<file path="config.mk">
export PLATFORM = sky130hd
export DESIGN_NAME = arch_regfile
export DESIGN_NICKNAME = d
export VERILOG_FILES = /design/src/rtl/rv32i_types.sv /design/src/rtl/arch_regfile.sv
export SDC_FILE = /design/constraint.sdc
export NUM_CORES = 2
export LEC_CHECK = 0
export BUFFER_PORTS_ARGS = -buffer_cell sky130_fd_sc_hd__clkbuf_2
export CAP_MARGIN = 0
export CORE_MARGIN = 2
export CORE_UTILIZATION = 45
export CTS_CLUSTER_DIAMETER = 200
export DETAILED_ROUTE_END_ITERATION = 10
export HOLD_SLACK_MARGIN = 0.15
export SETUP_SLACK_MARGIN = 0.15
export SLEW_MARGIN = 10
export SYNTH_ARGS = -nofsm -noshare
export SYNTH_HDL_FRONTEND = slang
export SYNTH_SLANG_ARGS = --single-unit
</file>
<file path="constraint.sdc">
create_clock -name clk -period 4.37 [get_ports clk]
set_input_delay 1.0925 -clock clk [delete_from_list [all_inputs] [get_ports clk]]
set_output_delay 1.0925 -clock clk [all_outputs]
set_load 0.005 [all_outputs]
</file>
<file path="src/rtl/rv32i_types.sv">
package rv32i_types;

    // machine and ROB sizes
    localparam int ROB_DEPTH    = 32;
    localparam int ROB_IDX_W    = 5;   // log2 of ROB_DEPTH
    localparam int XLEN         = 32;
    localparam int CDB_CHANNELS = 3;   // alu, mem, br

    // state of one ROB slot
    typedef enum logic [1:0] {
        rob_empty = 2'b00,
        rob_wait  = 2'b01,  // dispatched, result not back yet
        rob_done  = 2'b10   // result on the CDB, ready to retire
    } rob_status_t;

    // instruction class as seen by the back end
    typedef enum logic [1:0] {
        op_alu = 2'b00,
        op_mem = 2'b01,
        op_br  = 2'b10
    } op_type_t;

    // one instruction handed over by dispatch
    typedef struct packed {
        logic            valid;
        logic [XLEN-1:0] pc;
        op_type_t        op_type;
        logic [4:0]      rd_addr;
        logic [4:0]      rs1_addr;
        logic [4:0]      rs2_addr;
        logic            regf_we;   // instruction writes rd
    } dispatch_t;

    // one result channel of the common data bus
    typedef struct packed {
        logic                 valid;
        logic [ROB_IDX_W-1:0] rob_idx;
        logic [XLEN-1:0]      data;
    } cdb_chan_t;

    // branch channel carries the resolved outcome as well
    typedef struct packed {
        cdb_chan_t       chan;
        logic            br_en;       // branch taken
        logic [XLEN-1:0] pc_new;      // resolved target
        logic            prediction;  // predicted taken
    } cdb_br_t;

    typedef struct packed {
        cdb_chan_t alu;
        cdb_chan_t mem;
        cdb_br_t   br;
    } cdb_t;

    // one reorder buffer slot
    typedef struct packed {
        logic            valid;
        rob_status_t     status;
        logic [XLEN-1:0] pc;
        op_type_t        op_type;
        logic [4:0]      rd_addr;
        logic            regf_we;
        logic [XLEN-1:0] rd_data;
        logic            br_en;
        logic [XLEN-1:0] pc_new;
        logic            prediction;
    } rob_entry_t;

    // retire event, fans out to regfile, rename table and the outside
    typedef struct packed {
        logic                 valid;
        logic [XLEN-1:0]      pc;
        logic [ROB_IDX_W-1:0] rob_idx;
        logic [4:0]           rd_addr;
        logic                 regf_we;
        logic [XLEN-1:0]      rd_data;
    } commit_t;

endpackage

</file>
<file path="src/rtl/arch_regfile.sv">
`timescale 1ns/1ps

module arch_regfile
    import rv32i_types::*;
(
    input  logic            clk,
    input  logic            rst,
    input  commit_t         commit_i,
    input  logic [4:0]      rs1_addr_i,
    input  logic [4:0]      rs2_addr_i,
    output logic [XLEN-1:0] rs1_data_o,
    output logic [XLEN-1:0] rs2_data_o
);

    logic [XLEN-1:0] regs_q [32];
    logic            we;

    assign we = commit_i.valid && commit_i.regf_we && (commit_i.rd_addr != 5'd0);

    always_ff @(posedge clk) begin
        if (rst) begin
            regs_q <= '{default: '0};
        end else if (we) begin
            regs_q[commit_i.rd_addr] <= commit_i.rd_data;
        end
    end

    // committed values only, no bypass of the commit in flight
    assign rs1_data_o = (rs1_addr_i == 5'd0) ? '0 : regs_q[rs1_addr_i];
    assign rs2_data_o = (rs2_addr_i == 5'd0) ? '0 : regs_q[rs2_addr_i];

endmodule

</file>
==> impl_metrics.json <==
{
  "core_mm2": 0.1140,
  "whs_path_depth": 2,
  "grt.overflow.total": 0,
  "grt_max_degree": 125,
  "end_kind": "output pin",
  "r2r_start": "regs_q[666]",
  "dr_total_vias": 47140,
  "grt_pass1_wl_mm": 293.9,
  "status": "complete, no violations",
  "drt_drc_violations_left": 0,
  "slew_headroom": 0.1639,
  "synth_adder_area_share": 0,
  "worstSetupPathType": "input port to output pin",
  "ff2ff_path_depth": 2,
  "yosysWarnings": 0,
  "path_max_fanout": 17,
  "ioPinCount": 152,
  "period_share": 0.9810,
  "wl_per_cell_um": 27.20,
  "dieArea_mm2": 0.1173,
  "portBuffers": 114,
  "startpoint": "rs1_addr_i[0]",
  "std_cell_rows": 124,
  "synth_top_family_by_area": "multiplexers",
  "cp.arrival_ps": 3190,
  "cp-endpoint": "rs1_data_o[7]",
  "htreeDepth": 3,
  "synth-xor-area-share": 0,
  "synthMuxAreaShare": 0.2345,
  "ys.flop_type": "dfxtp_1",
  "drt-initial-drc-count": 6119,
  "ys_seq_elements": 1024,
  "fp.dieH_um": 342.5,
  "synth_cells": 5903,
  "grt_setup_unrepaired": "true",
  "final_nets": 5975,
  "synthSimpleGateAreaFrac": 0.1735,
  "yosysTopAreaCell": "dfxtp_1",
  "fin_total_pwr_mw": 21.30,
  "synth_edf_count": 0,
  "p_leak_nw": 20.36,
  "clock-sinks": 1024,
  "hp-class": "flip-flop to flip-flop",
  "clk_pin_slew_ps": 60,
  "required_ps": 3280,
  "cts_root_buf": "clkbuf_16",
  "first_global_vias": 43960,
  "r2r_slack_ps": 3640,
  "final.setup_skew_ps": 0,
  "initial_utilization": 0.4520,
  "ctsHoldBuffers": 0,
  "power_density_mw_per_mm2": 351.0,
  "fmax_mhz": 233.3,
  "max_stage_delay_ps": 540,
  "final-hold-violation-count": 0,
  "ys_seq_area_frac": 0.3977,
  "finish.utilization": 0.5322,
  "wl_mm": 203.9,
  "drv_slew": 0,
  "place_inst": 7244,
  "postSynthAreaPerCell_um2": 8.733,
  "synth_common_cells": "nand2_1, a21oi_1, dfxtp_1, clkbuf_1, mux4_2",
  "drive_gt1_frac": 0.2175,
  "path_cells": "buf_16, buf_16, buf_12, buf_12, mux4_2, a2111oi_4, buf_4, nor3_2, buf_4, clkbuf_2",
  "ys_top_cells_by_area": "dfxtp_1, mux4_2, nand2_1",
  "synth_nets": 5991,
  "largest-register": "regs_q",
  "reg_top3": "regs_q x1024",
  "ant_nets": 0,
  "syn-cell-area_mm2": 0.05155,
  "viasPerCell": 6.288,
  "synth_cell_types": 42,
  "dr.pass1.iters": 6,
  "vdd_ir_drop_max_uv": 311.2,
  "max_slew.worst_pin.slew_ps": 1254,
  "synth.most_common_cell": "nand2_1",
  "synth_top_area_share": 0.3977,
  "die_w_um": 342.5,
  "synth-compound-area-share": 0.1440,
  "holdWs_ps": 466.3,
  "largest_register_ffs": 1024,
  "area_growth_pct": 17.74,
  "period_needed_ps": 4287,
  "cts_buffer_depth": 3,
  "async_reset_ff_frac": 0,
  "crit_slowest_cell": "mux4_2",
  "gr-usage-all-layers": 0.3359,
  "place_congestion": 0.9032,
  "r2r_end": "regs_q[666]",
  "maxCapViolations": 0,
  "setup_viol": 0,
  "cts_buffers": 111,
  "antenna_found_initial": 13,
  "cts_tree": "built",
  "critPathLaunchType": "input port",
  "clock_latency_ps": 690,
  "instances_no_fill": 7496,
  "dpl.hpwl_mm": 121.1
}
[worst min path at each step]
stage | from | end | slack (ps)
floorplan | regs_q[100] | regs_q[100] | 440
global placement | regs_q[330] | regs_q[330] | 450
detailed placement | regs_q[632] | regs_q[632] | 460
CTS | regs_q[632] | regs_q[632] | 470
global route | regs_q[589] | regs_q[589] | 480
finish | regs_q[514] | regs_q[514] | 470
[area by class of cell]
type                    count  area, µm²
fillers                 10210      53340
multi-input cells        4256      29550
flip-flops and latches   1024      20500
repair buffers            493       4947
clock buffers             159       3261
well taps                1512       1892
clock inverters            43      519.2
diodes                      8      20.02
inverters                   1      3.754
[report_power, final]
| group | internal [mW] | total [mW] | switching [mW] |
|---|---|---|---|
| registers | 9.37 | 9.40 | 0.0280 |
| logic | 0.740 | 2.01 | 1.27 |
| clock network | 5.81 | 9.90 | 4.09 |
[stage by stage]
step                setup WS (ps)  area [µm²]  TNS [ps]
finish                      83.22       60690         0
global route                60.97       60690         0
floorplan                   523.7       51550         0
global placement           -415.4       55290     -1422
detailed placement         -378.6       55290     -1101
CTS                         19.55       59940         0
[cell usage in the layout (no fill, tap or decap), types with 13 or more instances in the layout]
cell | netlist | routed
nand2_1 | 2002 | 1992
a21oi_1 | 1024 | 1024
dfxtp_1 | 1024 | 1024
mux4_2 | 407 | 407
buf_4 | 26 | 276
mux2i_1 | 246 | 246
clkbuf_16 | 0 | 117
clkbuf_2 | 0 | 104
buf_12 | 0 | 71
nor2b_1 | 74 | 70
a22oi_1 | 64 | 64
a22o_1 | 54 | 44
mux2_2 | 41 | 39
nor3_1 | 63 | 35
o22ai_1 | 48 | 33
a211oi_1 | 52 | 30
o221ai_1 | 28 | 28
nor3_2 | 0 | 27
clkbuf_8 | 0 | 26
clkinv_2 | 0 | 24
clkbuf_1 | 495 | 20
buf_16 | 0 | 20
a211oi_2 | 0 | 18
a2111oi_2 | 0 | 15
nor2_4 | 0 | 14
and2_1 | 17 | 13
[critical path: cells and delay by family]
kind                   cells  cell delay [ps]
AOI/OAI and AO/OA          1              410
buffers and inverters      7             1040
muxes                      1              540
and+or+nand+nor            1               50
[what timing repair did]
action | CTS | global route
setup buffers | 15 | 15
cloned | 8 | 4
pin swaps | 6 | 13
resized for setup | 96 | 89
setup endpoints to repair | 61 | 57
[logic make-up (layout without fill, tap and decap cells)]
| logic type | count (synthesis) | in the layout |
|---|---|---|
| multiplexers | 694 | 694 |
| flip-flops | 1024 | 1024 |
| AO/OA/AOI/OAI | 1318 | 1318 |
| buffers and inverters | 623 | 696 |
| other | 0 | 8 |
| AND/OR/NAND/NOR | 2244 | 2244 |
[metal layers]
metal | vias to the layer above | global-route usage | wire [µm]
met2 | 2851 | 0.5186 | 92230
met3 | 559 | 0.07368 | 22800
met1 | 23060 | 0.4501 | 79600
met5 | - | 0 | 84
met4 | 14 | 0.1541 | 9209
li1 | 20650 | - | -
Note: power is estimated with default switching activity, not from simulation.
