===== src/rtl/rv32i_types.sv =====
package rv32i_types;

    // machine and ROB sizes
    localparam int ROB_DEPTH    = 32;
    localparam int ROB_IDX_W    = 5;   // log2 of ROB_DEPTH
    localparam int XLEN         = 32;
    localparam int CDB_CHANNELS = 3;   // alu, mem, br

    // state of one ROB slot
    typedef enum logic [1:0] {
        rob_empty = 2'b00,
        rob_wait  = 2'b01,  // dispatched, result not back yet
        rob_done  = 2'b10   // result on the CDB, ready to retire
    } rob_status_t;

    // instruction class as seen by the back end
    typedef enum logic [1:0] {
        op_alu = 2'b00,
        op_mem = 2'b01,
        op_br  = 2'b10
    } op_type_t;

    // one instruction handed over by dispatch
    typedef struct packed {
        logic            valid;
        logic [XLEN-1:0] pc;
        op_type_t        op_type;
        logic [4:0]      rd_addr;
        logic [4:0]      rs1_addr;
        logic [4:0]      rs2_addr;
        logic            regf_we;   // instruction writes rd
    } dispatch_t;

    // one result channel of the common data bus
    typedef struct packed {
        logic                 valid;
        logic [ROB_IDX_W-1:0] rob_idx;
        logic [XLEN-1:0]      data;
    } cdb_chan_t;

    // branch channel carries the resolved outcome as well
    typedef struct packed {
        cdb_chan_t       chan;
        logic            br_en;       // branch taken
        logic [XLEN-1:0] pc_new;      // resolved target
        logic            prediction;  // predicted taken
    } cdb_br_t;

    typedef struct packed {
        cdb_chan_t alu;
        cdb_chan_t mem;
        cdb_br_t   br;
    } cdb_t;

    // one reorder buffer slot
    typedef struct packed {
        logic            valid;
        rob_status_t     status;
        logic [XLEN-1:0] pc;
        op_type_t        op_type;
        logic [4:0]      rd_addr;
        logic            regf_we;
        logic [XLEN-1:0] rd_data;
        logic            br_en;
        logic [XLEN-1:0] pc_new;
        logic            prediction;
    } rob_entry_t;

    // retire event, fans out to regfile, rename table and the outside
    typedef struct packed {
        logic                 valid;
        logic [XLEN-1:0]      pc;
        logic [ROB_IDX_W-1:0] rob_idx;
        logic [4:0]           rd_addr;
        logic                 regf_we;
        logic [XLEN-1:0]      rd_data;
    } commit_t;

endpackage


===== src/rtl/rename_table.sv =====
`timescale 1ns/1ps

module rename_table
    import rv32i_types::*;
(
    input  logic                 clk,
    input  logic                 rst,
    input  dispatch_t            dispatch_i,
    input  logic                 dispatch_fire_i,
    input  logic [ROB_IDX_W-1:0] alloc_idx_i,
    input  commit_t              commit_i,
    input  logic                 flush_i,
    output logic [ROB_IDX_W-1:0] rs1_tag_o,
    output logic                 rs1_busy_o,
    output logic [ROB_IDX_W-1:0] rs2_tag_o,
    output logic                 rs2_busy_o
);

    logic [31:0]          busy_q;            // one flag per architectural register
    logic [ROB_IDX_W-1:0] tag_q [32];        // producing ROB slot

    logic alloc_rd;
    logic release_rd;

    // lookup sees the table before this cycle's dispatch lands
    assign rs1_tag_o  = tag_q[dispatch_i.rs1_addr];
    assign rs1_busy_o = busy_q[dispatch_i.rs1_addr];
    assign rs2_tag_o  = tag_q[dispatch_i.rs2_addr];
    assign rs2_busy_o = busy_q[dispatch_i.rs2_addr];

    assign alloc_rd = dispatch_fire_i && dispatch_i.regf_we && (dispatch_i.rd_addr != 5'd0);

    // only the latest producer may release the register
    assign release_rd = commit_i.valid && commit_i.regf_we
                        && busy_q[commit_i.rd_addr]
                        && (tag_q[commit_i.rd_addr] == commit_i.rob_idx);

    always_ff @(posedge clk) begin
        if (rst) begin
            busy_q <= '0;
            tag_q  <= '{default: '0};
        end else if (flush_i) begin
            busy_q <= '0;   // nothing younger than the branch survives
        end else begin
            if (release_rd) begin
                busy_q[commit_i.rd_addr] <= 1'b0;
            end
            // a new producer of the same rd overrides the release above
            if (alloc_rd) begin
                busy_q[dispatch_i.rd_addr] <= 1'b1;
                tag_q[dispatch_i.rd_addr]  <= alloc_idx_i;
            end
        end
    end

endmodule


===== config.mk =====
export PLATFORM = sky130hd
export DESIGN_NAME = rename_table
export DESIGN_NICKNAME = d
export VERILOG_FILES = /design/src/rtl/rv32i_types.sv /design/src/rtl/rename_table.sv
export SDC_FILE = /design/constraint.sdc
export NUM_CORES = 1
export LEC_CHECK = 0
export BUFFER_PORTS_ARGS = -buffer_cell sky130_fd_sc_hd__buf_2
export CAP_MARGIN = 10
export CORE_AREA = 8 8 119 230
export CTS_CLUSTER_DIAMETER = 40
export DETAILED_ROUTE_END_ITERATION = 8
export DIE_AREA = 0 0 127 238
export GPL_ROUTABILITY_DRIVEN = 0
export MAX_ROUTING_LAYER = met4
export PLACE_DENSITY = 0.72
export SYNTH_ARGS = -nofsm -noshare
export SYNTH_HDL_FRONTEND = slang
export SYNTH_SLANG_ARGS = --single-unit

===== constraint.sdc =====
create_clock -name clk -period 3.5 [get_ports clk]
set_input_delay 0.7 -clock clk [delete_from_list [all_inputs] [get_ports clk]]
set_output_delay 0.7 -clock clk [all_outputs]
set_load 0.02 [all_outputs]

==> flow_summary.yaml <==
status:
  outcome: "completed"
sta:
  setup_violations: 0
  period_minus_slack_ns: 3.33
  finalCritPeriodShare_pct: 95.1
  max_freq_ghz: 0.300
  skew_ns: 0.0113
  drv_slew: 0
  tightest_slew_ns: 1.06
  rsz0062_at_grt: "false"
  maxSlewHeadroom_pct: 29.4
  hold_viol: 0
global_routing:
  grt_remaining_overflow: 0
  first_global_vias: 10100
  grt_max_degree: 64
  grt_antenna_before_repair: 0
  grt_usage_pct: 27.6
  grt_pass1_wl_mm: 60.1
cts:
  clk_pin_slew_worst_paths_ns: 0.06
  clock-root-buffer: "clkbuf_16"
  h-tree-depth: 4
  clock_latency_ns: 0.45
  cts_max_path_buffers: 2
  cts_buffers: 17
  post_cts_buffers: 0
  cts_sinks: 192
  cts_tree: "done"
  post_cts_resized: 0
  ctsHoldBuffers: 0
synthesis:
  synth_fp_nets: 1236
  yosysWarnings: 0
  synth_top_area_cell: "dfxtp_1"
  synth_common_cells: "237 x mux2i_1, 192 x dfxtp_1, 189 x nor2_1"
  syn_area_sq_um: 11900
  synthFlopType: "dfxtp_1"
  async_flop_share_pct: 0
  ys_types: 46
  syn_inst: 1100
  ys_top_cells_by_area: "dfxtp_1 32%, mux4_2 24%, mux2i_1 20%, nor2_1 6.0%, o41ai_1 2.3%"
  syn_area_per_cell_sq_um: 10.8
  netlist.area_leader.share_pct: 32.3
  ys_seq_area_share_pct: 32.3
  synth-seq-cells: 192
  yosysMostFrequentCell: "mux2i_1"
  synth_edf_count: 0
placed_design:
  dp.cells: 1412
  io_buffer_count: 48
  dp_hpwl_mm: 29.5
  placed_area_sq_um: 12800
detailed_routing:
  vias: 9849
  drt_iter0_drc: 873
  drtPass1Iterations: 5
  routedWlPerCell_um: 27.5
  avgViaCountPerCell: 6.83
  drcViolationCount: 0
  drtAntennaViolNets: 0
  drt_wl_total_mm: 39.6
cells_and_area:
  seqCellArea_sq_um: 3840
  nFillCells: 2121
  multi_input_area_sq_um: 7600
  finalNetCount: 1277
  area_delta_synth_final_pct: 12.1
  drive_gt1_share_pct: 25.8
  fin_area_sq_um: 13400
  instances_no_fill: 1442
  antennaDiodeCount: 0
setup_path:
  critical_path.most_common_cell: "mux4_2"
  slowest_stage: "mux4_2"
  cp_max_fo: 20
  cp.depth: 6
  required_ns: 2.80
  crit_path_max_incr_delay_ns: 0.54
  cp-end-kind: "output port"
  cp-start-kind: "primary input"
  path_buf_inv: 3
  critPathKind: "in2out"
  cp_top_family: "multiplexers"
  worstPathCellList: "buf_4, buf_12, mux4_2, mux4_2, mux2_2, buf_2"
  cp.arrival_ns: 2.63
  r2r_cells: 7
die:
  start_util_pct: 49.0
  io_pins: 148
  fp.coreArea_sq_um: 24300
  die_h_um: 238
  die_area_sq_um: 30200
  rows: 81
  die_w_um: 127
pwr:
  peakVddDrop_v: 0.000312
  powerDensity_nw_per_um2: 341
  leakagePower_uw: 0.00478
worst_hold_path:
  whs_path_depth: 2
  min_path_type: "reg2reg"
job:
  max_cap_viol_count: 0
[report_power, final]
group          total, uW  switching (uW)  leakage [uW]  internal, uW
clock               1880             854      0.000261          1030
sequential          2190            5.00       0.00155          2190
combinational        481             301       0.00297           179
[worst reg2reg max path: cells and delay by family (launching register included)]
kind / cells / cell delay (ns)
and+or+nand+nor: 2 / 1.18
AOI/OAI and AO/OA: 4 / 0.88
DFF: 1 / 0.33
muxes: 1 / 0.27
[final cells by class]
cell class	count	area share, %
tap	290	2.72
inverter	2	0.0562
clock inverter	8	0.618
timing repair buffer	123	7.40
multi-input combinational	805	56.9
clock buffer	22	3.55
sequential	192	28.8
[logic make-up (layout without fill, tap and decap cells)]
logic type / after synthesis / after routing / synth area share [%]
DFF: 192 / 192 / 32.3
and+or+nand+nor: 312 / 312 / 12.1
muxes: 376 / 376 / 45.0
buffers and inverters: 103 / 155 / 3.93
AOI/OAI and AO/OA: 117 / 117 / 6.67
[routing by layer]
layer,GRT usage (%),wire (um)
met4,24.5,3710
met1,25.8,13000
met2,47.3,20500
met3,4.94,2350
met5,-,0
[sequential cells by signal, summed over array words and instances, names as in the netlist]
| register | cells |
|---|---|
| busy_q | 32 |
| tag_q | 160 |
[layout by cell type (no fill, tap or decap), types with 3 or more instances in the layout]
cell,instances
o41ai_1,31
buf_12,14
nand2b_1,6
nand2_1,45
clkinvlp_4,4
dfxtp_1,192
nor2_1,189
a21oi_1,33
mux2_2,12
buf_2,44
and3_1,4
clkbuf_8,3
or4bb_1,3
nor4_1,12
o22ai_1,40
buf_4,65
nor2b_1,17
nand3_1,5
mux2i_1,237
or4b_1,3
nand4b_1,4
clkbuf_16,17
o2111ai_1,3
o211ai_1,3
mux4_2,127
[per-stage QoR]
| stage | setup WS, ns | TNS (ns) | power, uW | util [%] | hold WS [ns] |
|---|---|---|---|---|---|
| 2_1_floorplan | 0.219 | 0 | 2550 | - | 0.458 |
| 3_3_place_gp | 0.0609 | 0 | 2710 | 52.7 | 0.469 |
| 3_5_place_dp | -0.0140 | -0.0140 | 2720 | 52.7 | 0.483 |
| 4_1_cts | 0.164 | 0 | 4570 | 54.9 | 0.493 |
| 5_1_grt | 0.142 | 0 | 4680 | 54.9 | 0.523 |
| 6_report | 0.172 | 0 | 4560 | 54.9 | 0.495 |
[path summary, 6_finish.rpt]
check                           slack [ns]          start           end
worst max-delay path                  0.17  dispatch_i[1]  rs2_tag_o[3]
worst min-delay path                  0.50     busy_q[14]    busy_q[14]
worst max register to register        0.70     tag_q[141]    busy_q[30]
worst min register to register        0.50     busy_q[14]    busy_q[14]
(Power assumes the default switching activity.)
