$ cat src/rtl/rv32i_types.sv
package rv32i_types;

    // machine and ROB sizes
    localparam int ROB_DEPTH    = 32;
    localparam int ROB_IDX_W    = 5;   // log2 of ROB_DEPTH
    localparam int XLEN         = 32;
    localparam int CDB_CHANNELS = 3;   // alu, mem, br

    // state of one ROB slot
    typedef enum logic [1:0] {
        rob_empty = 2'b00,
        rob_wait  = 2'b01,  // dispatched, result not back yet
        rob_done  = 2'b10   // result on the CDB, ready to retire
    } rob_status_t;

    // instruction class as seen by the back end
    typedef enum logic [1:0] {
        op_alu = 2'b00,
        op_mem = 2'b01,
        op_br  = 2'b10
    } op_type_t;

    // one instruction handed over by dispatch
    typedef struct packed {
        logic            valid;
        logic [XLEN-1:0] pc;
        op_type_t        op_type;
        logic [4:0]      rd_addr;
        logic [4:0]      rs1_addr;
        logic [4:0]      rs2_addr;
        logic            regf_we;   // instruction writes rd
    } dispatch_t;

    // one result channel of the common data bus
    typedef struct packed {
        logic                 valid;
        logic [ROB_IDX_W-1:0] rob_idx;
        logic [XLEN-1:0]      data;
    } cdb_chan_t;

    // branch channel carries the resolved outcome as well
    typedef struct packed {
        cdb_chan_t       chan;
        logic            br_en;       // branch taken
        logic [XLEN-1:0] pc_new;      // resolved target
        logic            prediction;  // predicted taken
    } cdb_br_t;

    typedef struct packed {
        cdb_chan_t alu;
        cdb_chan_t mem;
        cdb_br_t   br;
    } cdb_t;

    // one reorder buffer slot
    typedef struct packed {
        logic            valid;
        rob_status_t     status;
        logic [XLEN-1:0] pc;
        op_type_t        op_type;
        logic [4:0]      rd_addr;
        logic            regf_we;
        logic [XLEN-1:0] rd_data;
        logic            br_en;
        logic [XLEN-1:0] pc_new;
        logic            prediction;
    } rob_entry_t;

    // retire event, fans out to regfile, rename table and the outside
    typedef struct packed {
        logic                 valid;
        logic [XLEN-1:0]      pc;
        logic [ROB_IDX_W-1:0] rob_idx;
        logic [4:0]           rd_addr;
        logic                 regf_we;
        logic [XLEN-1:0]      rd_data;
    } commit_t;

endpackage

$ cat src/rtl/commit_unit.sv
`timescale 1ns/1ps

module commit_unit
    import rv32i_types::*;
(
    input  rob_entry_t           head_entry_i,
    input  logic [ROB_IDX_W-1:0] head_idx_i,
    output logic                 retire_o,
    output logic                 flush_o,
    output commit_t              commit_o,
    output logic                 redirect_valid_o,
    output logic [XLEN-1:0]      redirect_pc_o
);

    logic is_branch;
    logic mispredict;

    assign retire_o  = head_entry_i.valid && (head_entry_i.status == rob_done);
    assign is_branch = (head_entry_i.op_type == op_br);

    // only the direction bit is predicted, so a wrong direction is the only miss
    assign mispredict = is_branch && (head_entry_i.br_en != head_entry_i.prediction);

    assign flush_o          = retire_o && mispredict;
    assign redirect_valid_o = flush_o;

    // taken goes to the resolved target, not taken falls through
    always_comb begin
        if (head_entry_i.br_en) begin
            redirect_pc_o = head_entry_i.pc_new;
        end else begin
            redirect_pc_o = head_entry_i.pc + XLEN'(4);
        end
    end

    always_comb begin
        commit_o         = '0;
        commit_o.valid   = retire_o;
        commit_o.pc      = head_entry_i.pc;
        commit_o.rob_idx = head_idx_i;
        commit_o.rd_addr = head_entry_i.rd_addr;
        commit_o.regf_we = head_entry_i.regf_we;   // branches keep their rd write on flush
        commit_o.rd_data = head_entry_i.rd_data;
    end

endmodule

$ cat config.mk
export PLATFORM = sky130hd
export DESIGN_NAME = commit_unit
export DESIGN_NICKNAME = d
export VERILOG_FILES = /design/src/rtl/rv32i_types.sv /design/src/rtl/commit_unit.sv
export SDC_FILE = /design/constraint.sdc
export NUM_CORES = 1
export LEC_CHECK = 0
export ABC_AREA = 0
export BUFFER_PORTS_ARGS = -buffer_cell sky130_fd_sc_hd__buf_2
export CAP_MARGIN = 40
export CORE_AREA = 2 2 87 89
export DETAILED_ROUTE_END_ITERATION = 8
export DIE_AREA = 0 0 89 91
export SLEW_MARGIN = 20
export SYNTH_ARGS = -nofsm -noshare
export SYNTH_HDL_FRONTEND = slang
export SYNTH_SLANG_ARGS = --single-unit
$ cat constraint.sdc
create_clock -name vclk -period 3.5
set_input_delay 0 -clock vclk [all_inputs]
set_output_delay 0 -clock vclk [all_outputs]
set_load 0.1 [all_outputs]
==> flow_summary.yaml, run 1 <==
finish:
  post-route-util_pct: 25.1
  seq_cell_count: 0
  area_delta_synth_final_pct: 11.7
  multi_input_area_um2: 950
  layout.nets: 415
  drive_above_1_share_pct: 49.7
  seqCellArea_um2: 0
  nClkBuffers: 0
  num_antenna_cells: 0
  fill_cells: 859
placed_design:
  dp_hpwl_mm: 4.38
  portBuffers: 139
  gp_congestion: 0.695
synth:
  yosys_warnings: 0
  syn-cell-area_um2: 1600
  syn-num-nets: 363
  ys_seq_area_share_pct: 0
  synth_cell_type_count: 32
  synthCells: 248
  postSynthAreaPerCell_um2: 6.47
hold_path:
  holdPathStages: 0
  hp-class: "in -> out"
setup_path:
  startpoint_type: "input port"
  worstPathMaxFanout: 9
  cp_data_arrival_time_ns: 2.28
  crit_path_end_kind: "output port"
  critPathKind: "in -> out"
  required_ns: 3.50
floorplan:
  die_x_um: 89
  num_io_pins: 225
  die_h_um: 91
  start_util_pct: 22.5
  die_area_um2: 8100
  core_um2: 7140
  row_count: 31
power_and_ir_drop:
  cellLeakagePower_nw: 0.822
  power_density_nw_per_um2: 307
  peakVddDrop_mv: 0.131
clock_tree:
  cts_hold_buf: 0
  cts_setup_buffers: 0
  cts_resized: 0
global_route:
  grt_pass1_wl_mm: 7.91
  grt_usage_pct: 12.1
  grt_max_degree: 36
  grt_overflow_total: 0
  grt_antenna_before_repair: 0
  grt_pass1_vias: 1642
timing:
  tightest_slew_ns: 0.825
  slew_violations: 0
  max_slew_margin_pct: 45.0
  tns_ns: 0
  fmax_mhz: 438
  rsz0062_at_grt: "false"
  period_minus_slack_ns: 2.28
  hold_violations: 0
  period_share_pct: 65.3
  setup_viol: 0
outcome:
  status: "completed"
detailed_routing:
  final_antenna_net_count: 0
  drc: 0
  first_pass_iters: 4
  wirelength_mm: 5.33
  via_per_inst: 4.66
  drt_iter0_drc: 71
  vias: 1850
  wl_per_cell_um: 13.4
flow_run:
  cap_violations: 0
-- per-layer routing --
layer / part of all wire [%] / track usage, % / up-vias
met5: 0 / 0 / -
met2: 49 / 23.1 / 111
met3: 9.1 / 1.45 / 26
li1: - / - / 901
met1: 38 / 13.3 / 812
met4: 3.8 / 3.61 / 0
-- logic make-up (layout without fill, tap and decap cells) --
group                    after synthesis  in the layout  share of synthesized area, %
adder cells (fa/ha/maj)                1              1                         0.780
AND/OR/NAND/NOR                       92             92                          32.7
AO/OA/AOI/OAI                         43             43                          16.0
multiplexers                           3              3                          2.11
XOR/XNOR                              14             14                          7.64
buffers and inverters                 95            145                          40.8
-- synth_stat cells, types with 4 or more instances --
| cell | number | area, µm² |
|---|---|---|
| a31oi_1 | 14 | 87.6 |
| inv_1 | 6 | 22.5 |
| nor3_1 | 4 | 20.0 |
| nor2_1 | 18 | 67.6 |
| or3_1 | 6 | 37.5 |
| buf_4 | 77 | 578 |
| clkbuf_1 | 10 | 37.5 |
| or4_1 | 10 | 75.1 |
| nand3_1 | 11 | 55.1 |
| xnor2_1 | 11 | 96.3 |
| nor4_1 | 5 | 31.3 |
| o31ai_1 | 7 | 52.6 |
| o21ai_0 | 20 | 100 |
| nand2_1 | 23 | 86.3 |
-- placed cells by master (no fill, tap or decap), drive strengths merged --
cell      n
a31oi    14
and3      1
and4      2
and4b     1
buf     139
ha        1
inv       6
mux2      3
nand2    23
nand3    12
nand3b    1
nand4     6
nand4b    1
nor2     18
nor3      4
nor4      5
o211ai    1
o21ai    20
o31ai     7
o41ai     1
or2       1
or3       6
or4      11
xnor2    11
xor2      3
-- critical path, stage by stage --
cell and delay, ns:
buf_2 0.12, ha_1 0.25, nand4_4 0.19, or4_1 0.71, or3_1 0.40, a31oi_1 0.16, buf_2 0.44
-- through the flow --
step                      cells  hold WS, ns  cell area [µm²]  setup WS (ns)  total power, mW
after floorplan             248        0.212             1600          0.573            0.695
after global placement      397     0.000681             1790           1.23            0.551
after detailed placement    397     0.000681             1790           1.17            0.552
after CTS                   397     0.000681             1790           1.18            0.554
after global routing        397     0.000151             1790           1.02            0.574
final                       397    0.0000386             1790           1.22            0.550
-- final cells by class --
type / count / share of cell area, %
tap: 99 / 6.91
timing repair buffer: 139 / 38.8
multi-input combinational: 153 / 53.0
inverter: 6 / 1.26
-- where the power goes --
part | switching [mW] | internal [mW]
Clock | 0 | 0
Sequential | 0 | 0
Combinational | 0.462 | 0.0883
Total | 0.462 | 0.0883
-- path summary, 6_finish.rpt --
kind / startpoint / endpoint / slack, ns
min: head_entry_i[60] / commit_o[26] / 0.00004
max: head_entry_i[76] / redirect_pc_o[26] / 1.22
Note: power is estimated with default switching activity, not from simulation.
==> run 2, diff against run 1 <==
Settings changed: CORE_AREA 2 2 87 89 to 2 2 88 90, DIE_AREA 0 0 89 91 to 0 0 90 92.
Clock period 3.5 ns to 2.19 ns, I/O delays scaled along.
==> flow_summary.yaml, run 2 (synthesized netlist as in run 1, its figures left out) <==
outcome:
  status: "completed"
clock_tree:
  cts_hold_buf: 0
  cts_resized: 0
  cts_setup_buffers: 0
timing:
  max_slew_margin_pct: 66.8
  slew_violations: 0
  rsz0062_at_grt: "false"
  tightest_slew_ns: 0.502
  period_share_pct: 95.1
  setup_viol: 0
  layout_setup_ws_ns: 0.108
  period_minus_slack_ns: 2.08
  hold_violations: 0
  fmax_mhz: 480
finish:
  area_delta_synth_final_pct: 40.0
  seq_cell_count: 0
  layout_common_cells: "buf_2, nand2_1, nor2_1"
  drive_above_1_share_pct: 56.5
  num_antenna_cells: 0
  seqCellArea_um2: 0
  final_common_cell: "buf_2"
  nClkBuffers: 0
  layout.nets: 425
detailed_routing:
  wirelength_mm: 5.53
  vias: 1926
  via_per_inst: 4.70
  wl_per_cell_um: 13.5
  final_antenna_net_count: 0
  first_pass_iters: 4
  drc: 0
  drt_iter0_drc: 30
setup_path:
  required_ns: 2.19
  worstPathMaxFanout: 9
  critPathKind: "in -> out"
  crit_path_end_kind: "output port"
  cp_data_arrival_time_ns: 2.08
  startpoint_type: "input port"
placed_design:
  gp_congestion: 0.696
  dp_hpwl_mm: 4.78
  dp_slack_ns: 0.0793
  portBuffers: 139
global_route:
  grt_pass1_wl_mm: 8.85
  grt_pass1_vias: 1872
  grt_overflow_total: 0
  grt_usage_pct: 12.5
  grt_max_degree: 32
  grt_antenna_before_repair: 0
floorplan:
  die_h_um: 92
  core_um2: 7450
  row_count: 32
  die_x_um: 90
  num_io_pins: 225
  start_util_pct: 21.5
  die_area_um2: 8280
hold_path:
  hp-class: "in -> out"
power_and_ir_drop:
  cellLeakagePower_nw: 0.974
  power_density_nw_per_um2: 446
  peakVddDrop_mv: 0.230
  totalPowerFinal_mw: 1.00
flow_run:
  cap_violations: 0
-- run 2: cell count changes in the layout (fill, tap and decap cells not counted), moves of 5 or more --
cell,change
a31oi_1,-14
a31oi_2,+9
a31oi_4,+5
buf_12,+16
buf_2,-16
buf_4,+10
o21ai_0,-10
o21ai_1,+10
-- run 2: final timing paths --
check,start,end,slack (ns),cells after the start
min,head_entry_i[35],commit_o[1],0.00004,0
max,head_entry_i[77],redirect_pc_o[24],0.11,7
-- run 2: power by group --
part,internal [mW],switching (mW),leakage [nW]
Combinational,0.233,0.769,0.974
Clock,0,0,0
Sequential,0,0,0
-- run 2: worst max-delay path, cell delays in order --
cell and delay (ns):
buf_2 0.11, ha_1 0.25, nand4_4 0.15, or4_1 0.70, or3_1 0.45, a31oi_4 0.22
buf_12 0.19
-- run 2: stage by stage --
step	std cells	util [%]	hold WS (ns)	instance area [µm²]	TNS, ns
6_report	410	30.2	0.0000386	2250	0
5_1_grt	410	30.2	0.000143	2250	0
4_1_cts	410	30.2	0.000681	2250	0
3_5_place_dp	410	30.2	0.000681	2250	0
3_3_place_gp	410	30.2	0.000681	2250	0
2_1_floorplan	248	-	0.182	1740	-1.48
-- run 2: layer usage --
metal	part of all wire [%]	GRT usage [%]
met5	0	0
met4	2.9	3.72
met3	8.0	1.40
met1	38	14.4
met2	52	24.0
-- run 2: final cells by class --
| type | count | area (µm²) |
|---|---|---|
| fillers | 859 | 5200 |
| multi-input cells | 153 | 1080 |
| repair buffers | 149 | 1010 |
| well taps | 102 | 128 |
| inverters | 6 | 22.5 |
==> run 3, diff against run 2 <==
Settings changed: BUFFER_PORTS_ARGS -buffer_cell sky130_fd_sc_hd__buf_2 to -buffer_cell sky130_fd_sc_hd__clkbuf_2, PLACE_DENSITY set to 0.64.
==> flow_summary.yaml, run 3 (synthesized netlist as in run 1, its figures left out) <==
power_and_ir_drop:
  internal-power_mw: 0.227
  p_seq_share_pct: 0
  swShare_pct: 77.2
  power_density_nw_per_um2: 447
  peakVddDrop_mv: 0.169
  clkPwrFrac_pct: 0
  totalPowerFinal_mw: 0.998
  cellLeakagePower_nw: 0.990
  pwr-share-comb_pct: 100.0
  power.switching_mw: 0.770
setup_path:
  crit_path_end_kind: "output port"
  startpoint_type: "input port"
  worstPathMaxFanout: 9
  required_ns: 2.19
  critPathKind: "in -> out"
  cp_data_arrival_time_ns: 2.07
detailed_routing:
  drt_iter0_drc: 50
  via_per_inst: 4.59
  vias: 1883
  wl_per_cell_um: 13.7
  first_pass_iters: 4
  drc: 0
  wirelength_mm: 5.62
  final_antenna_net_count: 0
timing:
  slew_violations: 0
  period_minus_slack_ns: 2.07
  period_share_pct: 94.7
  rsz0062_at_grt: "false"
  fmax_mhz: 482
  max_slew_margin_pct: 55.3
  tightest_slew_ns: 0.665
  setup_viol: 0
  hold_violations: 0
finish:
  final_common_cell: "clkbuf_2"
  layout.nets: 425
  seqCellArea_um2: 0
  fill_cells: 831
  num_antenna_cells: 0
  drive_above_1_share_pct: 56.5
  nClkBuffers: 0
  stdcell_area_um2: 2230
  seq_cell_count: 0
  layout_common_cells: "clkbuf_2, nand2_1, nor2_1"
  post-route-util_pct: 30.0
  area_delta_synth_final_pct: 39.2
floorplan:
  die_h_um: 92
  die_x_um: 90
  die_area_um2: 8280
  num_io_pins: 225
  core_um2: 7450
  row_count: 32
  start_util_pct: 21.5
placed_design:
  gp_congestion: 0.711
  portBuffers: 139
  place_area_um2: 2230
  dp_hpwl_mm: 4.88
outcome:
  status: "completed"
hold_path:
  hp-class: "in -> out"
clock_tree:
  cts_hold_buf: 0
  cts_setup_buffers: 0
  cts_resized: 0
flow_run:
  cap_violations: 0
global_route:
  grt_max_degree: 30
  grt_overflow_total: 0
  grt_antenna_before_repair: 0
  grt_pass1_wl_mm: 8.64
  grt_usage_pct: 12.4
  grt_pass1_vias: 1734
run 3: changes by cell type in the layout (fill, tap and decap cells not counted):
| cell | before | now |
|---|---|---|
| buf_12 | 16 | 15 |
| clkbuf_2 | 0 | 123 |
| buf_2 | 123 | 0 |
| buf_4 | 10 | 11 |
run 3: critical path, cell delays in order:
cell and delay, ns:
clkbuf_2 0.11, ha_1 0.24, nand4_4 0.15, or4_1 0.70, or3_1 0.45, a31oi_4 0.22, buf_12 0.19
run 3: layout make-up:
type / count / area, µm² / share of cell area, %
inverters: 6 / 22.5 / 1.01
well taps: 102 / 128 / 5.71
multi-input cells: 153 / 1080 / 48.6
repair buffers: 149 / 998 / 44.7
run 3: path summary, 6_finish.rpt:
path / cells past startpoint / from / end
setup / recovery: 7 / head_entry_i[77] / redirect_pc_o[26]
hold / removal: 0 / head_idx_i[0] / commit_o[38]
run 3: power groups by stage:
| stage | clock, mW | combinational [mW] | sequential, mW |
|---|---|---|---|
| 2_1_floorplan | 0 | 1.14 | 0 |
| 3_3_place_gp | 0 | 0.998 | 0 |
| 3_5_place_dp | 0 | 1.00 | 0 |
| 4_1_cts | 0 | 1.01 | 0 |
| 5_1_grt | 0 | 1.04 | 0 |
| 6_report | 0 | 0.998 | 0 |
run 3: per-layer routing:
| metal | vias to the layer above | share of wire (%) | wire, µm | GRT usage (%) |
|---|---|---|---|---|
| li1 | 931 | - | - | - |
| met1 | 824 | 37 | 2090 | 14.2 |
| met2 | 105 | 51 | 2850 | 23.2 |
| met3 | 23 | 8.3 | 467 | 2.14 |
| met4 | 0 | 3.7 | 208 | 4.36 |
| met5 | - | 0 | 0 | 0 |
run 3: per-stage QoR:
stage | cells | hold WS, ns | setup slack [ns] | TNS [ns]
4_1_cts | 410 | 0.000681 | 0.0857 | 0
3_3_place_gp | 410 | 0.000681 | 0.134 | 0
3_5_place_dp | 410 | 0.000681 | 0.0862 | 0
2_1_floorplan | 248 | 0.182 | -0.321 | -1.48
5_1_grt | 410 | 0.000143 | 0.0185 | 0
6_report | 410 | 0.0000439 | 0.117 | 0
